$ cat src/cache_pkg.sv
// last-level cache address geometry and field types
// imported by every RTL block that handles line addresses or DMA lengths
package cache_pkg;

    // byte address and line layout
    localparam int ADDR_BITS        = 32;
    localparam int OFFSET_BITS      = 4;
    localparam int WORD_OFFSET_BITS = 2;
    localparam int WORDS_PER_LINE   = 4;
    localparam int LINE_ADDR_BITS   = ADDR_BITS - OFFSET_BITS;

    // set index sits in the low line address bits, tag above it
    localparam int SET_BITS = 8;
    localparam int TAG_BITS = LINE_ADDR_BITS - SET_BITS;

    // dma burst length in words
    localparam int DMA_LEN_BITS = 16;
    // one spare bit so the covered count cannot wrap past the length
    localparam int DMA_COUNT_BITS = DMA_LEN_BITS + 1;

    typedef logic [LINE_ADDR_BITS-1:0]   line_addr_t;
    typedef logic [SET_BITS-1:0]         set_t;
    typedef logic [TAG_BITS-1:0]         tag_t;
    typedef logic [WORD_OFFSET_BITS-1:0] word_offset_t;
    typedef logic [DMA_LEN_BITS-1:0]     dma_length_t;
    typedef logic [DMA_COUNT_BITS-1:0]   dma_count_t;

endpackage

$ cat src/decoder_pkg.sv
// message kinds and the decision record passed from arbiter to line decoder
// shared by the arbiter, the pipe register, the decoder and the stage interface
package decoder_pkg;

    import cache_pkg::*;

    localparam int KIND_BITS = 3;

    // kind of message chosen by the arbiter
    typedef enum logic [KIND_BITS-1:0] {
        RST       = 3'd0,
        RSP       = 3'd1,
        REQ       = 3'd2,
        DMA_START = 3'd3,
        DMA_CONT  = 3'd4
    } msg_kind_e;

    // one selected message on its way to the decode stage
    // continuations and reset items leave the address fields at zero
    typedef struct packed {
        msg_kind_e    kind;
        line_addr_t   line_addr;
        word_offset_t word_offset;
        dma_length_t  dma_length;
    } decision_t;

endpackage

$ cat src/decode_stage_if.sv
// valid/ready link carrying one decision between two pipeline stages
// a transfer happens on a rising edge with valid and ready both high
interface decode_stage_if
    import decoder_pkg::*;
(
    input logic clk
);

    logic      valid;
    logic      ready;
    // held stable by the sender while valid is high and ready is low
    decision_t decision;

    modport sender (
        input  clk,
        input  ready,
        output valid,
        output decision
    );

    modport receiver (
        input  clk,
        input  valid,
        input  decision,
        output ready
    );

endinterface

$ cat src/decode_pipe_reg.sv
// one-entry valid/ready register between the arbiter and the line decoder
// accepts a new item in the same cycle the held one drains
module decode_pipe_reg
    import decoder_pkg::*;
(
    input  logic clk,
    input  logic rst,
    decode_stage_if.receiver up,
    decode_stage_if.sender   down
);

    logic      full;
    decision_t data;
    logic      load;

    assign up.ready      = !full || down.ready;
    assign load          = up.valid && up.ready;
    assign down.valid    = full;
    assign down.decision = data;

    always_ff @(posedge clk or negedge rst) begin
        if (!rst) begin
            full <= 1'b0;
        end else if (load) begin
            full <= 1'b1;
        end else if (down.ready) begin
            full <= 1'b0;
        end
    end

    always_ff @(posedge clk) begin
        if (load) begin
            data <= up.decision;
        end
    end

endmodule

$ cat src/input_arbiter.sv
// fixed-priority pick of the next incoming message for the decode pipeline
// drives the consume strobes back to the sources in the cycle of acceptance
module input_arbiter
    import cache_pkg::*;
    import decoder_pkg::*;
(
    input  logic         clk,
    input  logic         rst,
    input  logic         rst_tb_valid,
    input  logic         rsp_valid,
    input  line_addr_t   rsp_addr,
    input  logic         req_valid,
    input  line_addr_t   req_addr,
    input  logic         dma_valid,
    input  line_addr_t   dma_addr,
    input  word_offset_t dma_word_offset,
    input  dma_length_t  dma_length,
    input  logic         req_stall,
    input  logic         burst_active,
    input  logic         cont_done,
    output logic         get_rst,
    output logic         get_rsp,
    output logic         get_req,
    output logic         get_dma,
    output logic         idle,
    decode_stage_if.sender to_pipe
);

    logic      can_rst;
    logic      can_rsp;
    logic      can_req;
    logic      can_cont;
    logic      can_dma;
    logic      pick_valid;
    decision_t pick;
    logic      accept;
    logic      cont_in_flight;
    logic      start_in_flight;

    // eligibility per source
    assign can_rst  = rst_tb_valid;
    assign can_rsp  = rsp_valid;
    assign can_req  = req_valid && !req_stall;
    // only one continuation may sit in the pipeline at a time
    assign can_cont = burst_active && !cont_in_flight;
    // new burst waits until the previous one is fully decoded
    assign can_dma  = dma_valid && !req_stall && !burst_active && !start_in_flight;

    always_comb begin
        pick       = '0;
        pick_valid = 1'b1;
        if (can_rst) begin
            pick.kind = RST;
        end else if (can_rsp) begin
            pick.kind      = RSP;
            pick.line_addr = rsp_addr;
        end else if (can_req) begin
            pick.kind      = REQ;
            pick.line_addr = req_addr;
        end else if (can_cont) begin
            // address comes from the decoder's burst state
            pick.kind = DMA_CONT;
        end else if (can_dma) begin
            pick.kind        = DMA_START;
            pick.line_addr   = dma_addr;
            pick.word_offset = dma_word_offset;
            pick.dma_length  = dma_length;
        end else begin
            pick_valid = 1'b0;
        end
    end

    assign idle             = !pick_valid;
    assign to_pipe.valid    = pick_valid;
    assign to_pipe.decision = pick;
    assign accept           = to_pipe.valid && to_pipe.ready;

    // strobes only when the pipe register takes the item
    assign get_rst = accept && (pick.kind == RST);
    assign get_rsp = accept && (pick.kind == RSP);
    assign get_req = accept && (pick.kind == REQ);
    assign get_dma = accept && (pick.kind == DMA_START);

    always_ff @(posedge clk or negedge rst) begin
        if (!rst) begin
            cont_in_flight <= 1'b0;
        end else if (accept && pick.kind == DMA_CONT) begin
            cont_in_flight <= 1'b1;
        end else if (cont_done) begin
            cont_in_flight <= 1'b0;
        end
    end

    // guards the gap between start grant and burst state in the decoder
    always_ff @(posedge clk or negedge rst) begin
        if (!rst) begin
            start_in_flight <= 1'b0;
        end else if (accept && pick.kind == DMA_START) begin
            start_in_flight <= 1'b1;
        end else if (cont_done || burst_active) begin
            start_in_flight <= 1'b0;
        end
    end

endmodule

$ cat src/line_decoder.sv
// decode stage: splits the line address into set and tag and tracks dma bursts
// results leave through a registered output with back-pressure on out_ready
module line_decoder
    import cache_pkg::*;
    import decoder_pkg::*;
(
    input  logic       clk,
    input  logic       rst,
    decode_stage_if.receiver from_pipe,
    input  logic       out_ready,
    output logic       burst_active,
    output logic       cont_done,
    output logic       out_valid,
    output msg_kind_e  out_kind,
    output set_t       out_set,
    output tag_t       out_tag,
    output line_addr_t out_line_addr,
    output logic       out_dma_done
);

    decision_t   d;
    logic        accept;
    logic        dma_take;
    line_addr_t  burst_addr;
    dma_count_t  covered;
    dma_length_t burst_len;
    line_addr_t  line_next;
    dma_count_t  covered_next;
    logic        done_next;

    assign d = from_pipe.decision;

    // output register empty or draining this cycle
    assign from_pipe.ready = !out_valid || out_ready;
    assign accept          = from_pipe.valid && from_pipe.ready;
    assign dma_take        = accept && (d.kind == DMA_START || d.kind == DMA_CONT);

    // a start also counts, so the arbiter can drop its start guard
    assign cont_done = dma_take;

    always_comb begin
        line_next    = d.line_addr;
        covered_next = covered;
        done_next    = 1'b0;
        case (d.kind)
            RST: begin
                line_next = '0;
            end
            DMA_START: begin
                // first line only covers words from the start offset onward
                covered_next = dma_count_t'(WORDS_PER_LINE) - dma_count_t'(d.word_offset);
                done_next    = covered_next >= dma_count_t'(d.dma_length);
            end
            DMA_CONT: begin
                line_next    = burst_addr + line_addr_t'(1);
                covered_next = covered + dma_count_t'(WORDS_PER_LINE);
                done_next    = covered_next >= dma_count_t'(burst_len);
            end
            default: begin
                line_next = d.line_addr;
            end
        endcase
    end

    // burst bookkeeping
    always_ff @(posedge clk) begin
        if (accept && d.kind == DMA_START) begin
            burst_len <= d.dma_length;
        end
        if (dma_take) begin
            burst_addr <= line_next;
            covered    <= covered_next;
        end
    end

    always_ff @(posedge clk or negedge rst) begin
        if (!rst) begin
            burst_active <= 1'b0;
        end else if (dma_take) begin
            // stays up until the last line of the burst is decoded
            burst_active <= !done_next;
        end
    end

    always_ff @(posedge clk or negedge rst) begin
        if (!rst) begin
            out_valid    <= 1'b0;
            out_dma_done <= 1'b0;
        end else if (from_pipe.ready) begin
            out_valid    <= from_pipe.valid;
            out_dma_done <= from_pipe.valid && done_next;
        end
    end

    always_ff @(posedge clk) begin
        if (accept) begin
            out_kind      <= d.kind;
            out_line_addr <= line_next;
            out_set       <= line_next[SET_BITS-1:0];
            out_tag       <= line_next[LINE_ADDR_BITS-1:SET_BITS];
        end
    end

endmodule

$ cat src/llc_input_decoder.sv
// input stage of the llc controller: arbiter, pipe register and line decoder
// sources hold valid and data until their get strobe is seen high
module llc_input_decoder
    import cache_pkg::*;
    import decoder_pkg::*;
(
    input  logic                  clk,
    input  logic                  rst,
    input  logic                  rst_tb_valid,
    input  logic                  rsp_valid,
    input  line_addr_t            rsp_addr,
    input  logic                  req_valid,
    input  line_addr_t            req_addr,
    input  logic                  dma_valid,
    input  line_addr_t            dma_addr,
    input  word_offset_t          dma_word_offset,
    input  dma_length_t           dma_length,
    input  logic                  req_stall,
    input  logic                  out_ready,
    output logic                  get_rst,
    output logic                  get_rsp,
    output logic                  get_req,
    output logic                  get_dma,
    output logic                  idle,
    output logic                  out_valid,
    output msg_kind_e             out_kind,
    output set_t                  out_set,
    output tag_t                  out_tag,
    output line_addr_t            out_line_addr,
    output logic                  out_dma_done
);

    logic burst_active;
    logic cont_done;

    decode_stage_if arb_to_pipe (.clk(clk));
    decode_stage_if pipe_to_dec (.clk(clk));

    input_arbiter input_arbiter_inst (
        .clk             (clk),
        .rst             (rst),
        .rst_tb_valid    (rst_tb_valid),
        .rsp_valid       (rsp_valid),
        .rsp_addr        (rsp_addr),
        .req_valid       (req_valid),
        .req_addr        (req_addr),
        .dma_valid       (dma_valid),
        .dma_addr        (dma_addr),
        .dma_word_offset (dma_word_offset),
        .dma_length      (dma_length),
        .req_stall       (req_stall),
        .burst_active    (burst_active),
        .cont_done       (cont_done),
        .get_rst         (get_rst),
        .get_rsp         (get_rsp),
        .get_req         (get_req),
        .get_dma         (get_dma),
        .idle            (idle),
        .to_pipe         (arb_to_pipe.sender)
    );

    decode_pipe_reg decode_pipe_reg_inst (
        .clk  (clk),
        .rst  (rst),
        .up   (arb_to_pipe.receiver),
        .down (pipe_to_dec.sender)
    );

    line_decoder line_decoder_inst (
        .clk           (clk),
        .rst           (rst),
        .from_pipe     (pipe_to_dec.receiver),
        .out_ready     (out_ready),
        .burst_active  (burst_active),
        .cont_done     (cont_done),
        .out_valid     (out_valid),
        .out_kind      (out_kind),
        .out_set       (out_set),
        .out_tag       (out_tag),
        .out_line_addr (out_line_addr),
        .out_dma_done  (out_dma_done)
    );

endmodule
$ cat config.mk
export PLATFORM = sky130hd
export DESIGN_NAME = llc_input_decoder
export DESIGN_NICKNAME = d
export VERILOG_FILES = /design/src/cache_pkg.sv /design/src/decoder_pkg.sv /design/src/decode_stage_if.sv /design/src/decode_pipe_reg.sv /design/src/input_arbiter.sv /design/src/line_decoder.sv /design/src/llc_input_decoder.sv
export SDC_FILE = /design/constraint.sdc
export NUM_CORES = 1
export LEC_CHECK = 0
export ABC_CLOCK_PERIOD_IN_PS = 10200
export BUFFER_PORTS_ARGS = -buffer_cell sky130_fd_sc_hd__buf_2
export CAP_MARGIN = 5
export CELL_PAD_IN_SITES_DETAIL_PLACEMENT = 1
export CELL_PAD_IN_SITES_GLOBAL_PLACEMENT = 1
export CORE_ASPECT_RATIO = 0.9
export CORE_UTILIZATION = 45
export CTS_CLUSTER_DIAMETER = 40
export DETAILED_ROUTE_END_ITERATION = 8
export PLACE_DENSITY_LB_ADDON = 0.1
export SLEW_MARGIN = 20
export SYNTH_ARGS = -nofsm -noshare
export SYNTH_HDL_FRONTEND = slang
export SYNTH_SLANG_ARGS = --single-unit
$ cat constraint.sdc
create_clock -name clk -period 10.2 [get_ports clk]
set_input_delay 1.53 -clock clk [delete_from_list [all_inputs] [get_ports clk]]
set_output_delay 1.53 -clock clk [all_outputs]
set_load 0.02 [all_outputs]
### Word level (Yosys, flattened, before mapping)

Cells that the tools add are included.
Widths: inputs -> output; s select.

* register bits: 175
* input bits: 110
* output and inout port bits: 66
* word-level logic and storage cells: 84

* add/sub/neg operators: 3
* magnitude comparators: 2
* eq/ne operators: 6
* muxes and demuxes: 20
* bitwise gates (word level): 1
* reduce and logical (&&, ||, !) cells: 35

Operators by type and width (number)
* $mux 31: 2
* $pmux 28 s2: 1
* $mux 48: 1
* $mux 46: 1
* $ge 17x16->1: 2
* $pmux 17 s2: 1
* $add 28x1->28 const B: 1
* $add 17x3->17 const B: 1
* $logic_and 1x1->1: 15
* $mux 1: 11
* $eq 3x2->1 const B: 3
* $logic_not 1->1: 8
* $reduce_bool 2->1: 4
* $eq 3x3->1 const B: 2
* $logic_not 3->1: 2
* $mux 3: 2
* $reduce_or 5->1: 1
* $logic_or 1x1->1: 4
* $sub 3x2->4 const A: 1
* $eq 3x1->1 const B: 1
* $pmux 1 s2: 1
* $reduce_and 2->1: 1
* $not 1->1: 1

### Depth between registers and ports, before layout

Gate-level depths: netlist (run 1).

* word-level depth: 12
* gate-level depth with buffers: 11
* gate-level depth less buffers: 10

### Modules after synthesis

A second synthesis (run 1) with hierarchy kept.

* cell total of the unflattened synthesis: 640
* area, all modules: 7385.8 µm²

By module, submodules not included
* line_decoder: instances 1, cells an instance 408, area each 4807.1 µm², sequential area each 2837.7 µm²
* decode_pipe_reg: instances 1, cells an instance 53, area each 1525.2 µm², sequential area each 1496.4 µm²
* input_arbiter: instances 1, cells an instance 179, area each 1053.5 µm², sequential area each 50.0 µm²

### Worst setup path after synthesis (run 1)

Ideal clock, no wire load.

* kind: input-to-reg
* start: input port req_valid
* end: register decode_pipe_reg_inst.data (netlist bit decode_pipe_reg_inst.down.decision[0]), enable pin
* library setup time: 0.456 ns
* data arrival time: 4.263 ns
* data required time: 9.744 ns
* slack: 5.482 ns
* stages: 6
* buffers on the path: 1
* cell sequence: nor2b_1 nor2_1 clkbuf_1 nand2_1 nor2_1 nor2_1

* word-level cells in the longest chain between the ends: 5

Ends and longest elaborated chain
* start, declared: RTL line llc_input_decoder.sv:12 `input logic req_valid,`
* $logic_and 1x1->1: RTL line input_arbiter.sv:43 `assign can_req = req_valid && !req_stall;`
* $mux 1: RTL line input_arbiter.sv:57 `end else if (can_req) begin`
* $mux 1: RTL line input_arbiter.sv:54 `end else if (can_rsp) begin`
* $mux 1: RTL line input_arbiter.sv:52 `if (can_rst) begin`
* $logic_and 1x1->1: RTL line decode_pipe_reg.sv:17 `assign load = up.valid && up.ready;`
* via decode_pipe_reg_inst.load: RTL line decode_pipe_reg.sv:14 `logic load;`
* end signal, assigned: RTL line decode_pipe_reg.sv:33 `data <= up.decision;`
* end, declared: RTL line decode_pipe_reg.sv:13 `decision_t data;`

The timed path passes the listed nets, and every way through them passes these cells.
A chain may end at the register's enable or synchronous reset.

### Worst setup path in the final report (run 1)

* start: input port req_valid
* end: output port idle

* word-level cells in the longest chain between the ends: 5

Ends and longest elaborated chain
* $logic_and 1x1->1: RTL line input_arbiter.sv:43
* $mux 1: RTL line input_arbiter.sv:57
* $mux 1: RTL line input_arbiter.sv:54
* $mux 1: RTL line input_arbiter.sv:52
* $logic_not 1->1: RTL line input_arbiter.sv:73 `assign idle = !pick_valid;`
* end, declared: RTL line llc_input_decoder.sv:24 `output logic idle,`

Every way passes these cells.

==> impl_metrics.ini, run 1 <==
[critical_path]
worstPathRequired_ns = 8.67
critPathLaunchType = input port
cp-endpoint = idle
r2r_setup_slack_ns = 7.14
cp_max_fo = 30
arrival_ns = 3.19
r2r_end = line_decoder_inst.out_dma_done
critPathLaunch = req_valid
worstReg2RegStart = line_decoder_inst.covered[4]
worst_setup_path_end_kind = output pin
crit_type = input port to output pin
r2r_cells = 10

[floorplan]
fp.dieW_um = 136
num_rows = 43
ios = 176
die-area_sq_um = 16700
die_h_um = 123
core-area_sq_um = 15600
initial_core_util_pct = 46.6

[logic_synthesis]
syn_nets = 751
syn_inst = 619
synth_edf_count = 141
synthArstFlopShare_pct = 4.08
synth-seq-cells = 147
syn_area_sq_um = 7260
ys_warn_count = 0
ys_types = 49
ys.flop_type = edfxtp_1
ys_seq_area_share_pct = 60.4
synth.avg_cell_area_sq_um = 11.7

[power_and_ir_drop]
p_sw_mw = 0.491
pwr-share-clk_pct = 35.4
p_leak_nw = 3.49
ir_drop_mv = 0.129
p_seq_share_pct = 46.7
swShare_pct = 28.7
power_frac_comb_pct = 17.9
intPower_mw = 1.22
power.density_nw_per_um2 = 196

[layout]
fill_cells = 1692
drive_above_1_share_pct = 28.5
final_common_cell = buf_2
area_growth_syn_to_layout_pct = 20.0
multi_input_area_sq_um = 2480
layout_common_cells = buf_2 (175), edfxtp_1 (141), nand2_1 (75), o21ai_0 (56), and2_1 (34)
diodes = 0
regArea_sq_um = 4380
nets = 895
final_util_pct = 55.9

[clock_network]
clock_sinks = 147
worstSkewPairLatency_ns = 0.43
cts_tree = built
clk_path_buf_depth = 2
cts_hold_buf = 0
clk_pin_slew_worst_paths_ns = 0.06
htree_levels = 4
cts-resized-gates = 0
cts_buffers = 17
cts_setup_buffers = 0
root_buffer = clkbuf_16

[global_route]
grt_first_pass_wirelength_mm = 29.1
grt_max_degree = 50
gr-total-overflow = 0
antenna_found_initial = 0
grt_pass1_vias = 5481
grt_usage_pct = 23.7

[flow_run]
maxCapViolations = 0

[routing]
wl_per_cell_um = 19.1
num_vias = 5331
postRouteAntennaNets = 0
drt_iter0_markers = 346
wirelength_mm = 18.7
dr.pass1.iters = 4
routed_via_density = 5.45
drcViolationCount = 0

[outcome]
status = completed

[timing]
fin_skew_ns = 0.00987
setup_violations = 0
fin_crit_ns = 4.72
finalCritPeriodShare_pct = 46.2
fmax_ghz = 0.212
relSlewSlack_pct = 26.2
worst_pin_slew_ns = 1.10
slew_violations = 0
hold_violations = 0
tns_ns = 0
rsz0062_at_grt = no

[place]
place_hpwl_mm = 13.5
port_buffers = 175
gp_congestion = 0.893

[hold_path]
holdPathStages = 0
hold_path.class = flop to flop
[Yosys cell counts, drive strengths merged, types with 2 or more instances]
cell	instances	share of area [%]
o31a	2	0.24
dfrtp	6	2.1
xnor2	25	3.0
nor2	18	0.93
and2	34	2.9
o21bai	2	0.21
a32oi	2	0.24
and3	11	0.95
ha	22	3.8
nand4	14	1.6
nor2b	7	0.60
clkbuf	21	1.1
buf	34	3.3
edfxtp	141	58
o21a	3	0.31
xor2	11	1.3
a21oi	6	0.41
nor3	4	0.28
o21ai	58	4.0
inv	32	1.7
or4	2	0.21
nor4	10	0.86
and4	5	0.60
nand2	75	3.9
a211o	2	0.24
nand2b	6	0.52
a211oi	2	0.21
a22oi	28	2.9
nand3	20	1.4
nor3b	2	0.21
or3	3	0.33
[sequential cells by signal, indices dropped and copies added, names as in the netlist, 3 cells and up]
register                            flops
line_decoder_inst.burst_addr           28
line_decoder_inst.out_line_addr        28
line_decoder_inst.out_kind              3
decode_pipe_reg_inst.down.decision     49
line_decoder_inst.burst_len            16
line_decoder_inst.covered              17
[layout make-up]
type / count / area share, %
flip-flops and latches: 147 / 50.3
multi-input cells: 385 / 28.5
repair buffers: 180 / 10.5
clock buffers: 19 / 4.97
well taps: 202 / 2.90
clock inverters: 13 / 1.52
inverters: 32 / 1.38
[routing by layer]
layer / global-route usage [%] / up-vias / wire length [um]
li1: - / 2512 / -
met1: 30.3 / 2628 / 8070
met2: 39.4 / 166 / 9150
met3: 4.75 / 25 / 1060
met4: 9.51 / 0 / 378
met5: 0 / - / 0
[power by group through the flow]
stage                     clock, mW  sequential (mW)  combinational, mW
after floorplan                   0            0.826              0.186
after global placement            0            0.805              0.294
after detailed placement          0            0.810              0.304
after CTS                     0.611            0.799              0.307
after global routing          0.631            0.807              0.337
final                         0.604            0.798              0.305
[how the worst min path moves through the flow]
stage | start | end | slack, ns
floorplan | decode_pipe_reg_inst.down.decision[1] | line_decoder_inst.burst_len[1] | 0.43
global placement | decode_pipe_reg_inst.down.decision[2] | line_decoder_inst.burst_len[2] | 0.44
detailed placement | decode_pipe_reg_inst.down.decision[1] | line_decoder_inst.burst_len[1] | 0.45
CTS | decode_pipe_reg_inst.down.decision[1] | line_decoder_inst.burst_len[1] | 0.46
global route | decode_pipe_reg_inst.down.decision[1] | line_decoder_inst.burst_len[1] | 0.47
finish | decode_pipe_reg_inst.down.decision[2] | line_decoder_inst.burst_len[2] | 0.46
[worst max-delay path, cell delays in order]
cell,delay [ns]
buf_2,0.10
nor2b_2,0.14
buf_4,0.24
nor2_4,0.57
nand2_1,0.16
nor2_1,0.24
buf_2,0.21
[metrics by stage]
stage	power (mW)	cell area [sq um]	cells	setup slack, ns	hold WS [ns]
after floorplan	1.01	7260	619	5.48	0.426
after global placement	1.10	8140	946	5.18	0.441
after detailed placement	1.11	8140	946	5.07	0.449
after CTS	1.72	8710	978	5.06	0.463
after global routing	1.78	8720	978	5.30	0.474
final	1.71	8720	978	5.48	0.463
[kinds of logic (layout without fill, tap and decap cells)]
family | Yosys count | after routing | share of synthesized area (%)
and+or+nand+nor | 214 | 214 | 15.8
adders and majority gates | 22 | 22 | 3.79
AOI/OAI and AO/OA | 113 | 113 | 9.68
xor gates and xnor gates | 36 | 36 | 4.34
buffers and inverters | 87 | 244 | 6.08
DFF | 147 | 147 | 60.4
(Power assumes the default switching activity.)
==> run 2, diff against run 1 <==
- ABC_CLOCK_PERIOD_IN_PS: 10200 -> 4500
- CORE_UTILIZATION: 45 -> 42
- clock period: 10.2 -> 4.5 ns (I/O delays scaled with it)
==> impl_metrics.ini, run 2 (synthesized netlist as in run 1, its figures left out) <==
[critical_path]
path_cells = nor4b_2 > and3_1 > nor3b_1 > buf_2
crit_type = flop to output pin
critPathSlowestCell = nor4b_2
path_buf_inv = 1
max_stage_delay_ns = 0.58
worstPathRequired_ns = 3.83
arrival_ns = 2.54
worst_setup_path_end_kind = output pin
critPathLaunchType = flop
cp_max_fo = 19
cpLargestDelayFamily = simple AND/OR/NAND/NOR gates

[layout]
multi_input_area_sq_um = 2480
diodes = 0
fill_cells = 1852
regArea_sq_um = 4380
largest_register_ffs = 49
nets = 898
area_growth_syn_to_layout_pct = 21.0
final_util_pct = 52.0
layout_common_cells = buf_2 (175), edfxtp_1 (141), nand2_1 (75), o21ai_0 (56), and2_1 (34)
drive_above_1_share_pct = 29.0
final_common_cell = buf_2

[floorplan]
core-area_sq_um = 16900
die_h_um = 127
initial_core_util_pct = 43.0
num_rows = 45
fp.dieW_um = 141
die-area_sq_um = 17800
ios = 176

[timing]
setup_violations = 0
tns_ns = 0
finalCritPeriodShare_pct = 71.5
worst_pin_slew_ns = 0.785
setup_slack_ns = 1.28
hold_violations = 0
slew_violations = 0
fin_skew_ns = 0.0121
fin_crit_ns = 3.22
relSlewSlack_pct = 47.7
fmax_ghz = 0.311
rsz0062_at_grt = no

[global_route]
antenna_found_initial = 0
grt_pass1_vias = 5428
grt_max_degree = 50
grt_first_pass_wirelength_mm = 29.5
gr-total-overflow = 0
grt_usage_pct = 21.8

[clock_network]
clk_pin_slew_worst_paths_ns = 0.07
cts_setup_buffers = 0
cts_buffers = 17
htree_levels = 4
clock_sinks = 147
cts_tree = built
cts-resized-gates = 0
cts_hold_buf = 0
clk_path_buf_depth = 2
worstSkewPairLatency_ns = 0.42
root_buffer = clkbuf_16

[routing]
wirelength_mm = 18.9
drt_iter0_markers = 270
postRouteAntennaNets = 0
num_vias = 5319
dr.pass1.iters = 4
routed_via_density = 5.37
wl_per_cell_um = 19.1
drcViolationCount = 0

[power_and_ir_drop]
p_leak_nw = 3.51
finalPower_mw = 3.92
ir_drop_mv = 0.272
power.density_nw_per_um2 = 446

[place]
port_buffers = 175
gp_congestion = 0.846
place_hpwl_mm = 13.9
place_ws_ns = 1.43

[outcome]
status = completed

[flow_run]
maxCapViolations = 0

[hold_path]
hold_path.class = input port to asynchronous set/reset pin
## run 2: worst reg2reg max path: stages, from the launching register on
cell      delay [ns]
edfxtp_1        0.42
and4_1          0.32
and4_1          0.31
nand3_1         0.12
xnor2_1         0.24
ha_1            0.29
nand4_1         0.15
nor2_1          0.07
a211o_1         0.25
a211oi_1        0.39
o21ai_0         0.13
## run 2: worst paths after layout
kind | from | endpoint | slack [ns] | cells after the start
setup / recovery | line_decoder_inst.burst_active | get_dma | 1.28 | 4
hold / removal | rst | input_arbiter_inst.start_in_flight | 0.08 | 1
setup reg to reg | line_decoder_inst.covered[4] | line_decoder_inst.out_dma_done | 1.67 | 10
hold reg to reg | decode_pipe_reg_inst.down.decision[14] | line_decoder_inst.burst_len[14] | 0.46 | 0
max in group asynchronous | rst | line_decoder_inst.out_dma_done | 4.25 | 1
min in group clk | decode_pipe_reg_inst.down.decision[14] | line_decoder_inst.burst_len[14] | 0.46 | 0
## run 2: area by class of cell
type	count	area share [%]
clock buffer	19	4.93
tap	211	3.00
clock inverter	13	1.71
inverter	32	1.37
sequential	147	49.9
timing repair buffer	183	10.9
multi-input combinational	385	28.2
## run 2: metal layers
| layer | up-vias | GRT usage [%] | share of wire, % |
|---|---|---|---|
| met5 | - | 0 | 0 |
| met3 | 18 | 4.83 | 4.1 |
| li1 | 2523 | - | - |
| met4 | 0 | 5.50 | 1.3 |
| met1 | 2633 | 29.4 | 46 |
| met2 | 145 | 35.7 | 48 |
## run 2: through the flow
stage	std cells	area (sq um)	hold WS [ns]
after CTS	989	8750	0.0651
after floorplan	619	7260	0.379
after global placement	957	8170	0.439
final	990	8790	0.0786
after detailed placement	957	8170	0.444
after global routing	990	8790	0.0702
## run 2: where the power goes
| group | internal (mW) | switching [mW] | total (mW) |
|---|---|---|---|
| combinational | 0.237 | 0.471 | 0.708 |
| sequential | 1.72 | 0.0944 | 1.81 |
| clock | 0.824 | 0.575 | 1.40 |
| total | 2.78 | 1.14 | 3.92 |
